**src/design/cpuPkg.sv**
```systemverilog
// Shared types for the WISC core; imported by every design block that decodes or passes records
`default_nettype none

package cpuPkg;

	localparam int QUEUE_DEPTH_DEFAULT = 2;

	typedef enum logic [4:0] {
		OP_HALT  = 5'b00000,
		OP_NOP   = 5'b00001,
		OP_J     = 5'b00100,
		OP_JR    = 5'b00101,
		OP_JAL   = 5'b00110,
		OP_JALR  = 5'b00111,
		OP_ADDI  = 5'b01000,
		OP_SUBI  = 5'b01001,
		OP_XORI  = 5'b01010,
		OP_ANDI  = 5'b01011,
		OP_BEQZ  = 5'b01100,
		OP_BNEZ  = 5'b01101,
		OP_BLTZ  = 5'b01110,
		OP_BGEZ  = 5'b01111,
		OP_ST    = 5'b10000,
		OP_LD    = 5'b10001,
		OP_SLBI  = 5'b10010,
		OP_STU   = 5'b10011,
		OP_ROLI  = 5'b10100,
		OP_SLLI  = 5'b10101,
		OP_RORI  = 5'b10110,
		OP_SRLI  = 5'b10111,
		OP_LBI   = 5'b11000,
		OP_BTR   = 5'b11001,
		OP_SHIFT = 5'b11010,
		OP_ALU   = 5'b11011,
		OP_SEQ   = 5'b11100,
		OP_SLT   = 5'b11101,
		OP_SLE   = 5'b11110,
		OP_SCO   = 5'b11111
	} opcodeT;

	typedef enum logic [3:0] {
		ALU_ADD, ALU_SUB, ALU_XOR, ALU_ANDN, ALU_AND,
		ALU_ROL, ALU_SLL, ALU_ROR, ALU_SRL,
		ALU_SEQ, ALU_SLT, ALU_SLE, ALU_SCO, ALU_BTR, ALU_PASSB
	} aluOpT;

	typedef enum logic [2:0] {BR_NONE, BR_EQZ, BR_NEZ, BR_LTZ, BR_GEZ} brCondT;

	typedef enum logic [2:0] {JMP_NONE, JMP_DISP, JMP_DISPLINK, JMP_REG, JMP_REGLINK} jumpKindT;

	typedef enum logic [2:0] {
		IMM_NONE, IMM_IMM5SEXT, IMM_IMM5ZEXT, IMM_IMM8SEXT, IMM_IMM8ZEXT, IMM_DISP11
	} immKindT;

	typedef enum logic [1:0] {DEST_RD_R, DEST_RD_I, DEST_RS, DEST_R7} destSelT;

	typedef struct packed {
		logic     regWrite;
		logic     memWrite;
		logic     memRead;
		logic     stu;
		logic     slbi;
		logic     lbi;
		logic     halt;
		logic     illegal;
		logic     useImm;
		aluOpT    aluOp;
		immKindT  immKind;
		brCondT   brCond;
		jumpKindT jumpKind;
		destSelT  destSel;
	} ctrlT;

	typedef struct packed {
		logic [15:0] instr;
		logic [15:0] pc;
	} qEntryT;

	typedef struct packed {
		logic        valid;
		logic [15:0] target;
	} redirectT;

	typedef struct packed {
		logic        en;
		logic        write;
		logic [15:0] addr;
		logic [15:0] wdata;
	} dmemReqT;

	typedef struct packed {
		logic        valid;
		logic [15:0] pc;
		logic        regWrite;
		logic [2:0]  dest;
		logic [15:0] value;
	} retireT;

endpackage

`default_nettype wire
```
**src/design/cpuTop.sv**
```systemverilog
// Core top level; connects fetch, instruction queue and execute and exposes both memory ports
`timescale 1ns/1ns
`default_nettype none

module cpuTop
	import cpuPkg::*;
#(
	parameter int QUEUE_DEPTH = QUEUE_DEPTH_DEFAULT
) (
	input  logic        clk,
	input  logic        arstN,
	output logic [15:0] imemAddr,
	input  logic [15:0] imemData,
	output dmemReqT     dmemReq,
	input  logic [15:0] dmemRdata,
	output retireT      retire,
	output logic        halted
);

	logic     pushValid;
	logic     pushReady;
	qEntryT   pushData;
	logic     popValid;
	logic     popReady;
	qEntryT   popData;
	redirectT redirect;

	fetchUnit uFetch (
		.clk       (clk),
		.arstN     (arstN),
		.imemAddr  (imemAddr),
		.imemData  (imemData),
		.pushValid (pushValid),
		.pushData  (pushData),
		.pushReady (pushReady),
		.redirect  (redirect),
		.halted    (halted)
	);

	instrQueue #(
		.DEPTH (QUEUE_DEPTH)
	) uQueue (
		.clk       (clk),
		.arstN     (arstN),
		.flush     (redirect.valid),
		.pushValid (pushValid),
		.pushData  (pushData),
		.pushReady (pushReady),
		.popValid  (popValid),
		.popData   (popData),
		.popReady  (popReady)
	);

	executeUnit uExecute (
		.clk       (clk),
		.arstN     (arstN),
		.popValid  (popValid),
		.popData   (popData),
		.popReady  (popReady),
		.redirect  (redirect),
		.dmemReq   (dmemReq),
		.dmemRdata (dmemRdata),
		.retire    (retire),
		.halted    (halted)
	);

endmodule

`default_nettype wire

```
**src/design/executeUnit.sv**
```systemverilog
// Execute stage; pops one instruction per cycle, resolves it completely and records the retire
`timescale 1ns/1ns
`default_nettype none

module executeUnit
	import cpuPkg::*;
(
	input  logic        clk,
	input  logic        arstN,
	input  logic        popValid,
	input  qEntryT      popData,
	output logic        popReady,
	output redirectT    redirect,
	output dmemReqT     dmemReq,
	input  logic [15:0] dmemRdata,
	output retireT      retire,
	output logic        halted
);

	ctrlT        ctrl;
	logic        popFire;
	logic [15:0] instr;
	logic [15:0] pcPlus2;
	logic [15:0] imm;
	logic [15:0] rsData;
	logic [15:0] rtData;
	logic [15:0] aluB;
	logic [15:0] aluResult;
	logic [15:0] jumpBase;
	logic [15:0] wrData;
	logic [2:0]  dest;
	logic        taken;
	logic        isJump;
	logic        isLink;

	assign instr    = popData.instr;
	assign popReady = !halted;
	assign popFire  = popValid && popReady;
	assign pcPlus2  = popData.pc + 16'd2;

	control uControl (
		.instr (instr),
		.ctrl  (ctrl)
	);

	regFile uRegFile (
		.clk     (clk),
		.arstN   (arstN),
		.rdAddrA (instr[10:8]),
		.rdAddrB (instr[7:5]),
		.rdDataA (rsData),
		.rdDataB (rtData),
		.wrEn    (popFire && ctrl.regWrite),
		.wrAddr  (dest),
		.wrData  (wrData)
	);

	alu uAlu (
		.op     (ctrl.aluOp),
		.a      (rsData),
		.b      (aluB),
		.result (aluResult)
	);

	always_comb begin
		case (ctrl.immKind)
			IMM_IMM5SEXT: imm = {{11{instr[4]}}, instr[4:0]};
			IMM_IMM5ZEXT: imm = {11'd0, instr[4:0]};
			IMM_IMM8SEXT: imm = {{8{instr[7]}}, instr[7:0]};
			IMM_IMM8ZEXT: imm = {8'd0, instr[7:0]};
			IMM_DISP11:   imm = {{5{instr[10]}}, instr[10:0]};
			default:      imm = '0;
		endcase
	end

	assign aluB = ctrl.useImm ? imm : rtData;

	// Branches test Rs against zero
	always_comb begin
		case (ctrl.brCond)
			BR_EQZ:  taken = (rsData == '0);
			BR_NEZ:  taken = (rsData != '0);
			BR_LTZ:  taken = rsData[15];
			BR_GEZ:  taken = !rsData[15];
			default: taken = 1'b0;
		endcase
	end

	assign isJump   = (ctrl.jumpKind != JMP_NONE);
	assign isLink   = (ctrl.jumpKind == JMP_DISPLINK) || (ctrl.jumpKind == JMP_REGLINK);
	assign jumpBase = (ctrl.jumpKind == JMP_REG || ctrl.jumpKind == JMP_REGLINK) ? rsData : pcPlus2;

	assign redirect.valid  = popFire && (taken || isJump);
	assign redirect.target = jumpBase + imm;

	always_comb begin
		case (ctrl.destSel)
			DEST_RD_R: dest = instr[4:2];
			DEST_RD_I: dest = instr[7:5];
			DEST_RS:   dest = instr[10:8];
			default:   dest = 3'd7;
		endcase
	end

	assign dmemReq.en    = popFire && (ctrl.memRead || ctrl.memWrite);
	assign dmemReq.write = popFire && ctrl.memWrite;
	assign dmemReq.addr  = aluResult;
	assign dmemReq.wdata = rtData;

	always_comb begin
		if (ctrl.memRead) begin
			wrData = dmemRdata;
		end else if (isLink) begin
			wrData = pcPlus2;
		end else if (ctrl.stu) begin
			wrData = dmemReq.addr;
		end else if (ctrl.slbi) begin
			wrData = {rsData[7:0], instr[7:0]};
		end else if (ctrl.lbi) begin
			wrData = imm;
		end else begin
			wrData = aluResult;
		end
	end

	always_ff @(posedge clk or negedge arstN) begin
		if (!arstN) begin
			retire <= '0;
			halted <= 1'b0;
		end else begin
			retire.valid <= popFire && !ctrl.halt;
			if (popFire) begin
				retire.pc       <= popData.pc;
				retire.regWrite <= ctrl.regWrite;
				retire.dest     <= dest;
				retire.value    <= wrData;
			end
			if (popFire && ctrl.halt) begin
				halted <= 1'b1;
			end
		end
	end

	noRetireAfterHalt: assert property (@(posedge clk) disable iff (!arstN)
		halted |=> !retire.valid);

endmodule

`default_nettype wire

```
**src/design/instrQueue.sv**
```systemverilog
// Instruction queue between fetch and execute; circular FIFO emptied by a redirect flush
`timescale 1ns/1ns
`default_nettype none

module instrQueue
	import cpuPkg::*;
#(
	parameter int DEPTH = QUEUE_DEPTH_DEFAULT
) (
	input  logic   clk,
	input  logic   arstN,
	input  logic   flush,
	input  logic   pushValid,
	input  qEntryT pushData,
	output logic   pushReady,
	output logic   popValid,
	output qEntryT popData,
	input  logic   popReady
);

	localparam int PTR_W = (DEPTH > 1) ? $clog2(DEPTH) : 1;
	localparam int CNT_W = $clog2(DEPTH + 1);

	qEntryT             mem [DEPTH];
	logic [PTR_W-1:0]   wrPtr;
	logic [PTR_W-1:0]   rdPtr;
	logic [CNT_W-1:0]   count;
	logic               pushFire;
	logic               popFire;

	function automatic logic [PTR_W-1:0] nextPtr(input logic [PTR_W-1:0] ptr);
		if (ptr == PTR_W'(DEPTH - 1)) begin
			return '0;
		end
		return ptr + 1'b1;
	endfunction

	assign pushReady = (count != CNT_W'(DEPTH));
	assign popValid  = (count != '0);
	assign popData   = mem[rdPtr];
	assign pushFire  = pushValid && pushReady;
	assign popFire   = popValid && popReady;

	always_ff @(posedge clk) begin
		if (pushFire && !flush) begin
			mem[wrPtr] <= pushData;
		end
	end

	always_ff @(posedge clk or negedge arstN) begin
		if (!arstN) begin
			wrPtr <= '0;
			rdPtr <= '0;
			count <= '0;
		end else if (flush) begin
			// A push in the flush cycle is dropped as well
			wrPtr <= '0;
			rdPtr <= '0;
			count <= '0;
		end else begin
			if (pushFire) begin
				wrPtr <= nextPtr(wrPtr);
			end
			if (popFire) begin
				rdPtr <= nextPtr(rdPtr);
			end
			if (pushFire && !popFire) begin
				count <= count + 1'b1;
			end else if (popFire && !pushFire) begin
				count <= count - 1'b1;
			end
		end
	end

	noPushWhenFull: assert property (@(posedge clk) disable iff (!arstN)
		(count == CNT_W'(DEPTH)) && !popFire && !flush |=> count == CNT_W'(DEPTH));

	noPopWhenEmpty: assert property (@(posedge clk) disable iff (!arstN)
		(count == '0) && !pushValid |=> !popValid);

endmodule

`default_nettype wire

```
**src/design/fetchUnit.sv**
```systemverilog
// Fetch stage; walks the PC through instruction memory and pushes words into the queue
`timescale 1ns/1ns
`default_nettype none

module fetchUnit
	import cpuPkg::*;
(
	input  logic        clk,
	input  logic        arstN,
	output logic [15:0] imemAddr,
	input  logic [15:0] imemData,
	output logic        pushValid,
	output qEntryT      pushData,
	input  logic        pushReady,
	input  redirectT    redirect,
	input  logic        halted
);

	logic [15:0] pc;
	logic        running;

	assign imemAddr       = pc;
	assign pushData.instr = imemData;
	assign pushData.pc    = pc;

	// First push one cycle out of reset
	assign pushValid = running && !halted;

	always_ff @(posedge clk or negedge arstN) begin
		if (!arstN) begin
			pc      <= '0;
			running <= 1'b0;
		end else begin
			running <= 1'b1;
			if (redirect.valid) begin
				pc <= redirect.target;
			end else if (pushValid && pushReady) begin
				pc <= pc + 16'd2;
			end
		end
	end

endmodule

`default_nettype wire

```
**src/design/regFile.sv**
```systemverilog
// Eight-entry register file; two combinational read ports and one write port at the clock edge
`timescale 1ns/1ns
`default_nettype none

module regFile (
	input  logic        clk,
	input  logic        arstN,
	input  logic [2:0]  rdAddrA,
	input  logic [2:0]  rdAddrB,
	output logic [15:0] rdDataA,
	output logic [15:0] rdDataB,
	input  logic        wrEn,
	input  logic [2:0]  wrAddr,
	input  logic [15:0] wrData
);

	logic [15:0] regs [8];

	assign rdDataA = regs[rdAddrA];
	assign rdDataB = regs[rdAddrB];

	always_ff @(posedge clk or negedge arstN) begin
		if (!arstN) begin
			regs <= '{default: '0};
		end else if (wrEn) begin
			regs[wrAddr] <= wrData;
		end
	end

endmodule

`default_nettype wire

```
**src/design/alu.sv**
```systemverilog
// 16-bit ALU for the execute stage; a is Rs, b is Rt or the selected immediate
`timescale 1ns/1ns
`default_nettype none

module alu
	import cpuPkg::*;
(
	input  aluOpT       op,
	input  logic [15:0] a,
	input  logic [15:0] b,
	output logic [15:0] result
);

	logic [16:0] sum;
	logic [3:0]  amt;
	logic [31:0] rolWide;
	logic [31:0] rorWide;
	logic [15:0] reversed;

	assign sum = {1'b0, a} + {1'b0, b};
	assign amt = b[3:0];

	// Rotates taken from a doubled copy of a
	assign rolWide = {a, a} << amt;
	assign rorWide = {a, a} >> amt;

	always_comb begin
		for (int i = 0; i < 16; i++) begin
			reversed[i] = a[15 - i];
		end
	end

	always_comb begin
		case (op)
			ALU_ADD:  result = sum[15:0];
			ALU_SUB:  result = b - a;
			ALU_XOR:  result = a ^ b;
			ALU_ANDN: result = a & ~b;
			ALU_AND:  result = a & b;
			ALU_ROL:  result = rolWide[31:16];
			ALU_SLL:  result = a << amt;
			ALU_ROR:  result = rorWide[15:0];
			ALU_SRL:  result = a >> amt;
			ALU_SEQ:  result = {15'd0, a == b};
			ALU_SLT:  result = {15'd0, $signed(a) < $signed(b)};
			ALU_SLE:  result = {15'd0, $signed(a) <= $signed(b)};
			ALU_SCO:  result = {15'd0, sum[16]};
			ALU_BTR:  result = reversed;
			default:  result = b;
		endcase
	end

endmodule

`default_nettype wire

```
**src/design/control.sv**
```systemverilog
// Instruction decoder; maps a WISC instruction word onto the control record used by execute
`timescale 1ns/1ns
`default_nettype none

module control
	import cpuPkg::*;
(
	input  logic [15:0] instr,
	output ctrlT        ctrl
);

	opcodeT     opcode;
	logic [1:0] func;

	assign opcode = opcodeT'(instr[15:11]);
	assign func   = instr[1:0];

	always_comb begin
		ctrl = '0;
		case (opcode)
			OP_HALT: ctrl.halt = 1'b1;
			OP_NOP: begin
			end
			OP_ADDI, OP_SUBI, OP_ROLI, OP_SLLI, OP_RORI, OP_SRLI: begin
				ctrl.regWrite = 1'b1;
				ctrl.useImm   = 1'b1;
				ctrl.immKind  = IMM_IMM5SEXT;
				ctrl.destSel  = DEST_RD_I;
			end
			// Logic immediates are zero extended
			OP_XORI, OP_ANDI: begin
				ctrl.regWrite = 1'b1;
				ctrl.useImm   = 1'b1;
				ctrl.immKind  = IMM_IMM5ZEXT;
				ctrl.destSel  = DEST_RD_I;
			end
			OP_LD: begin
				ctrl.regWrite = 1'b1;
				ctrl.memRead  = 1'b1;
				ctrl.useImm   = 1'b1;
				ctrl.immKind  = IMM_IMM5SEXT;
				ctrl.destSel  = DEST_RD_I;
			end
			OP_ST: begin
				ctrl.memWrite = 1'b1;
				ctrl.useImm   = 1'b1;
				ctrl.immKind  = IMM_IMM5SEXT;
			end
			OP_STU: begin
				ctrl.memWrite = 1'b1;
				ctrl.stu      = 1'b1;
				ctrl.regWrite = 1'b1;
				ctrl.useImm   = 1'b1;
				ctrl.immKind  = IMM_IMM5SEXT;
				ctrl.destSel  = DEST_RS;
			end
			OP_LBI, OP_SLBI: begin
				ctrl.regWrite = 1'b1;
				ctrl.useImm   = 1'b1;
				ctrl.lbi      = (opcode == OP_LBI);
				ctrl.slbi     = (opcode == OP_SLBI);
				ctrl.immKind  = (opcode == OP_LBI) ? IMM_IMM8SEXT : IMM_IMM8ZEXT;
				ctrl.destSel  = DEST_RS;
			end
			OP_BTR, OP_ALU, OP_SHIFT, OP_SEQ, OP_SLT, OP_SLE, OP_SCO: begin
				ctrl.regWrite = 1'b1;
				ctrl.destSel  = DEST_RD_R;
			end
			OP_BEQZ, OP_BNEZ, OP_BLTZ, OP_BGEZ: begin
				ctrl.immKind = IMM_IMM8SEXT;
				ctrl.brCond  = brCondT'({1'b0, opcode[1:0]} + 3'd1);
			end
			OP_J, OP_JAL: begin
				ctrl.immKind  = IMM_DISP11;
				ctrl.jumpKind = (opcode == OP_JAL) ? JMP_DISPLINK : JMP_DISP;
				ctrl.regWrite = (opcode == OP_JAL);
				ctrl.destSel  = DEST_R7;
			end
			OP_JR, OP_JALR: begin
				ctrl.immKind  = IMM_IMM8SEXT;
				ctrl.jumpKind = (opcode == OP_JALR) ? JMP_REGLINK : JMP_REG;
				ctrl.regWrite = (opcode == OP_JALR);
				ctrl.destSel  = DEST_R7;
			end
			// siic, rti and unused opcodes fall through as a nop
			default: ctrl.illegal = 1'b1;
		endcase

		case (opcode)
			OP_SUBI: ctrl.aluOp = ALU_SUB;
			OP_XORI: ctrl.aluOp = ALU_XOR;
			OP_ANDI: ctrl.aluOp = ALU_AND;
			OP_ROLI: ctrl.aluOp = ALU_ROL;
			OP_SLLI: ctrl.aluOp = ALU_SLL;
			OP_RORI: ctrl.aluOp = ALU_ROR;
			OP_SRLI: ctrl.aluOp = ALU_SRL;
			OP_ALU: begin
				case (func)
					2'b00:   ctrl.aluOp = ALU_ADD;
					2'b01:   ctrl.aluOp = ALU_SUB;
					2'b10:   ctrl.aluOp = ALU_XOR;
					default: ctrl.aluOp = ALU_ANDN;
				endcase
			end
			OP_SHIFT: begin
				case (func)
					2'b00:   ctrl.aluOp = ALU_ROL;
					2'b01:   ctrl.aluOp = ALU_SLL;
					2'b10:   ctrl.aluOp = ALU_ROR;
					default: ctrl.aluOp = ALU_SRL;
				endcase
			end
			OP_SEQ:          ctrl.aluOp = ALU_SEQ;
			OP_SLT:          ctrl.aluOp = ALU_SLT;
			OP_SLE:          ctrl.aluOp = ALU_SLE;
			OP_SCO:          ctrl.aluOp = ALU_SCO;
			OP_BTR:          ctrl.aluOp = ALU_BTR;
			OP_LBI, OP_SLBI: ctrl.aluOp = ALU_PASSB;
			// Addresses of ld, st and stu come from the adder
			default:         ctrl.aluOp = ALU_ADD;
		endcase
	end

	aluOpKnown: assert final (!$isunknown(ctrl.aluOp));

endmodule

`default_nettype wire

```
**config.mk**
```make
export PLATFORM = sky130hd
export DESIGN_NAME = cpuTop
export DESIGN_NICKNAME = d
export VERILOG_FILES = /design/src/design/cpuPkg.sv /design/src/design/cpuTop.sv /design/src/design/executeUnit.sv /design/src/design/instrQueue.sv /design/src/design/fetchUnit.sv /design/src/design/regFile.sv /design/src/design/alu.sv /design/src/design/control.sv
export SDC_FILE = /design/constraint.sdc
export NUM_CORES = 1
export LEC_CHECK = 0
export BUFFER_PORTS_ARGS = -buffer_cell sky130_fd_sc_hd__buf_2
export CAP_MARGIN = 10
export CORE_MARGIN = 5
export CORE_UTILIZATION = 50
export CTS_CLUSTER_SIZE = 24
export DETAILED_ROUTE_END_ITERATION = 8
export GPL_TIMING_DRIVEN = 0
export PLACE_DENSITY_LB_ADDON = 0.3
export RECOVER_POWER = 100
export SYNTH_ARGS = -nofsm -noshare
export SYNTH_HDL_FRONTEND = slang
export SYNTH_SLANG_ARGS = --single-unit
```
**constraint.sdc**
```tcl
create_clock -name clk -period 19.22 [get_ports clk]
set_input_delay 3.844 -clock clk [delete_from_list [all_inputs] [get_ports clk]]
set_output_delay 3.844 -clock clk [all_outputs]
set_load 0.05 [all_outputs]
```
# Yosys cells after proc, flatten, opt, wreduce, memory -nomap -nowiden
# Memory sizes are Yosys's and may differ from the RTL's.
# Cells that the tools add are included.
# Widths: inputs -> output; s select.
[op_classes] n_shift=4 n_addsub=10 magnitude_cmp=6 muxes=58 reduce_logical=47 bitwise=7 n_eq_ne=59
[op_table] cell="$mux 16" n=14
[op_table] cell="$pmux 16 s14" n=1
[op_table] cell="$bwmux 128" n=1
[op_table] cell="$bmux 16 s3" n=2
[op_table] cell="$eq 5x5->1 const B" n=16
[op_table] cell="$pmux 16 s5" n=1
[op_table] cell="$pmux 4 s15" n=1
[op_table] cell="$demux 16 s3" n=1
[op_table] cell="$eq 5x4->1 const B" n=8
[op_table] cell="$add 16x2->16 const B" n=2
[op_table] cell="$and 16x16->16" n=2
[op_table] cell="$shl 32x4->32" n=1
[op_table] cell="$shr 32x4->16" n=1
[op_table] cell="$eq 4x4->1 const B" n=6
[op_table] cell="$mux 1" n=21
[op_table] cell="$eq 5x3->1 const B" n=4
[op_table] cell="$reduce_or 19->1" n=1
[op_table] cell="$eq 3x2->1 const B" n=6
[op_table] cell="$reduce_or 9->1" n=2
[op_table] cell="$add 16x16->17" n=1
[op_table] cell="$add 16x16->16" n=1
[op_table] cell="$eq 16x16->1" n=1
[op_table] cell="$eq 4x3->1 const B" n=4
[op_table] cell="$le 16x16->1" n=1
[op_table] cell="other kinds (44)" n=92
[totals] in_bits=34 word_cells=211 n_memories=1 register_bits=187 ram_bits=64
[memory_table] memory="uQueue.mem" depth=2 width=32 rd=1 rd_clocked_by_memory_dff=0 wr=1 line="instrQueue.sv:24" source="qEntryT mem [DEPTH];"

# Logic depth before layout (Yosys ltp)
# An unclocked memory read counts as a cell.
[logic_depth] word_depth=16 mapped_depth=36 depth_no_buf=24

# Hierarchy
# Synthesis repeated with hierarchy kept, for this count alone.
[unflattened] cells_unflattened=2029 area_unflattened_um2=20623.5
[modules_own_cells] mod="regFile" cells_each=393 instances=1 area_each_um2=6991.7 seq_area_each_um2=3203.1
[modules_own_cells] mod="alu" cells_each=774 instances=1 area_each_um2=5321.4 seq_area_each_um2=0.0
[modules_own_cells] mod="executeUnit" cells_each=472 instances=1 area_each_um2=3768.6 seq_area_each_um2=950.9
[modules_own_cells] mod="instrQueue" cells_each=126 instances=1 area_each_um2=2533.7 seq_area_each_um2=2021.9
[modules_own_cells] mod="fetchUnit" cells_each=133 instances=1 area_each_um2=1198.6 seq_area_each_um2=425.4
[modules_own_cells] mod="control" cells_each=131 instances=1 area_each_um2=809.5 seq_area_each_um2=0.0

# Worst setup path after synthesis
# No wires, ideal clock.
[synth_timing] kind="reg2out" startpoint="register uQueue.rdPtr" endpoint="output dmemReq[22] (netlist name)" stages_incl_launch_ff=35 arrival_ns=8.229 slack_ns=7.147 path_buffers=12 path_cell_list="dfrtp_1 buf_6 buf_6 buf_6 buf_6 buf_6 clkbuf_1 clkbuf_1 buf_1 buf_1 mux2i_1 inv_1 ha_1 buf_2 or4_1 nand2_1 o22a_1 nand2_4 mux2i_4 inv_2 buf_2 buf_1 ha_1 a21o_1 ha_1 or2_2 a221o_1 a31o_2 a31oi_1 a21oi_1 nor2_1 or4_1 nor2_1 nor4b_1 a211oi_1"
[synth_lines] item="from (decl)" line="instrQueue.sv:26" source="logic [PTR_W-1:0] rdPtr;"
[synth_lines] item="from (signal assigned)" line="instrQueue.sv:65" source="rdPtr <= nextPtr(rdPtr);"
[synth_lines] item="to (decl)" line="cpuTop.sv:14" source="output dmemReqT dmemReq,"

==> flow_metrics.tcl <==
set metrics [dict create \
    drt-total-wl_um 95880 \
    hold_path.class "register to register" \
    syn_area_mm2 0.02026 \
    n_fill_cell 3603 \
    routed_via_density 7.139 \
    busiest_layer "met2" \
    grt_use_met2_pct 61.05 \
    finClkSkew_ns 0.03177 \
    clock_sinks 251 \
    cts-buffers-inserted 24 \
    ctsHoldBuffers 0 \
    die_h_um 211.3 \
    slew_headroom_pct -321.9 \
    cts_htree_levels 1 \
    whs_ns 0.4928 \
    yosysUniqueCellTypes 115 \
    core_mm2 0.03991 \
    violations "capacitance limit, slew limit" \
    ys.flop_type "dfrtp_1" \
    drv_cap 6 \
    globalRouteMet3Util_pct 10.57 \
    vias 20990 \
    placed_area_mm2 0.02159 \
    insertion_delay_ns 0.57 \
    critical-path-max-stage-delay_ns 0.82 \
    status "finished with violations" \
    clk_pin_slew_worst_paths_ns 0.07 \
    drv_slew 284 \
    fin_crit_ns 17.57 \
    die_w_um 211.3 \
    seq_area_frac_synth_pct 32.58 \
    grt_max_degree 110 \
    drive_gt1_share_pct 12.26 \
    postCtsSetupBuffers 0 \
    path_max_fanout 10 \
    postSynth.asyncResetShare_pct 74.50 \
    synth_nets 2351 \
    grt_pass1_wl_um 136800 \
    fmax_ghz 0.05692 \
    wl_per_cell_um 32.61 \
    detail-route-antenna-nets 0 \
    finalSetupViolCount 0 \
    worstMarginPinSlew_ns 6.328 \
    portBuffers 121 \
    cts-root-buf "clkbuf_16" \
    cts_buffer_depth 3 \
    drtIter0Drc 3351 \
    setup.worst_path.start_class "register" \
    finalCritPeriodShare_pct 91.41 \
    rsz0062_at_grt "false" \
    setup_tns_ns 0 \
    crit_required_ns 15.38 \
    first_pass_iters 6 \
    end_kind "output port" \
    dpl.hpwl_um 72100 \
    synth-seq-cells 251 \
    ys_warn_count 0 \
    grt_pass1_vias 19690 \
    dieArea_mm2 0.04465 \
    slowest_stage "a2111oi_0" \
    std_cell_rows 73 \
    hold_viol 0 \
    drc 0 \
    pre_cts_slack_ns 4.000 \
    syn_avg_cell_area_um2 9.030 \
    cts_tree "done" \
    syn_inst 2244 \
    track_usage_pct 41.29 \
    grt-ovfl-total 0 \
    met1_usage_pct 54.63 \
    arrival_ns 13.72 \
    worst-setup-path-type "register to output port" \
    antenna_found_initial 2 \
    area_delta_synth_final_pct 9.422 \
    path_common_cell "clkbuf_1" \
    ctsResizeCount 0 \
    ios 122 \
    nets 2503 \
    gp_congestion 1.061 \
    start_util_pct 50.77 \
    synth_edf_count 64 \
    layout_setup_ws_ns 1.652 \
    final_cell_area_mm2 0.02217 \
]
final timing paths:
path	from	endpoint	slack (ns)	cells past startpoint
hold reg to reg	uExecute.retire[26]$_DFFE_PN0P_	uExecute.retire[26]$_DFFE_PN0P_	0.49	2
setup / recovery	uQueue.rdPtr$_DFFE_PN0P_	dmemReq[16]	1.65	35
min in group asynchronous	arstN	uExecute.retire[20]$_DFFE_PN0P_	5.62	1
setup reg to reg	uQueue.rdPtr$_DFFE_PN0P_	uExecute.uRegFile.regs[11]$_DFFE_PN0P_	4.99	34
hold / removal	uExecute.retire[26]$_DFFE_PN0P_	uExecute.retire[26]$_DFFE_PN0P_	0.49	2
max in group asynchronous	arstN	uExecute.uRegFile.regs[57]$_DFFE_PN0P_	7.59	2
final cells by class:
cell class | instances | area (µm²) | share of cell area, %
Multi-Input combinational cell | 1775 | 12580 | 56.75
Sequential cell | 251 | 6601 | 29.77
Buffer | 142 | 673.1 | 3.036
Tap cell | 525 | 656.9 | 2.962
Clock buffer | 32 | 630.6 | 2.844
Timing Repair Buffer | 126 | 534.3 | 2.409
Inverter | 76 | 287.8 | 1.298
Clock inverter | 12 | 203.9 | 0.9198
Antenna cell | 1 | 2.502 | 0.01129
per-layer routing:
layer	routed length [µm]	vias to the layer above
met5	0	-
met3	12270	399
met1	35590	10150
li1	-	8737
met4	7776	0
met2	40240	1707
registers in the layout, indices dropped and copies added (netlist names):
| name | cells |
|---|---|
| uQueue.mem | 64 |
| uFetch.running | 1 |
| uExecute.halted | 1 |
| uQueue.wrPtr | 1 |
| uQueue.rdPtr | 1 |
| uExecute.uRegFile.regs | 128 |
| uExecute.retire | 37 |
| uQueue.count | 2 |
| uFetch.imemAddr | 16 |
critical path: cells and delay by family (launching register included):
family / cells / cell delay [ns]
buffers and inverters: 16 / 6.79
AO/OA/AOI/OAI: 10 / 3.61
AND/OR/NAND/NOR: 6 / 1.42
multiplexers: 1 / 0.53
adder cells (fa/ha/maj): 2 / 0.46
flip-flops: 1 / 0.32
synthesized netlist by cell type (30+ instances only):
master,number,share of area [%]
nand2_1,278,5.1
dfrtp_1,187,23
o21ai_0,157,3.9
nor2_1,147,2.7
a21oi_1,142,3.5
mux2i_1,108,5.3
mux2_2,83,4.6
clkbuf_1,79,1.5
ha_1,71,4.4
edfxtp_1,64,9.5
inv_1,60,1.1
nor2b_1,45,1.4
nor3_1,44,1.1
o211ai_1,43,1.6
o22ai_1,42,1.3
nand3_1,37,0.91
o31ai_1,32,1.2
a211oi_1,31,1.1
mux4_2,31,3.4
xnor2_1,31,1.3
buf_2,30,0.74
logic make-up after synthesis:
group	synth area share, %
AOI/OAI and AO/OA	25.07
xor gates and xnor gates	2.550
adders and majority gates	4.581
buffers and inverters	4.921
DFF	32.58
muxes	14.70
other	0.01851
and+or+nand+nor	15.59
cell usage in the layout, fill, tap and decap left out, types with 45 or more instances in the layout:
cell      netlist  routed
clkbuf_1       79     196
dfrtp_1       187     187
nor2_1        147     147
mux2_2         83      79
mux2i_1       108     109
edfxtp_1       64      64
o21ai_0       157     162
buf_2          30      54
nand2_1       278     279
nor2b_1        45      45
a21oi_1       142     144
ha_1           71      71
inv_1          60      61
through the flow:
stage,cells,util [%]
finish,2940,55.55
floorplan,2244,-
detailed placement,2893,54.08
global placement,2890,53.93
global route,2940,55.55
CTS,2937,56.17
Power is not shown: default switching activity piles up to over one toggle a cycle in this logic, so the estimate is an artifact.
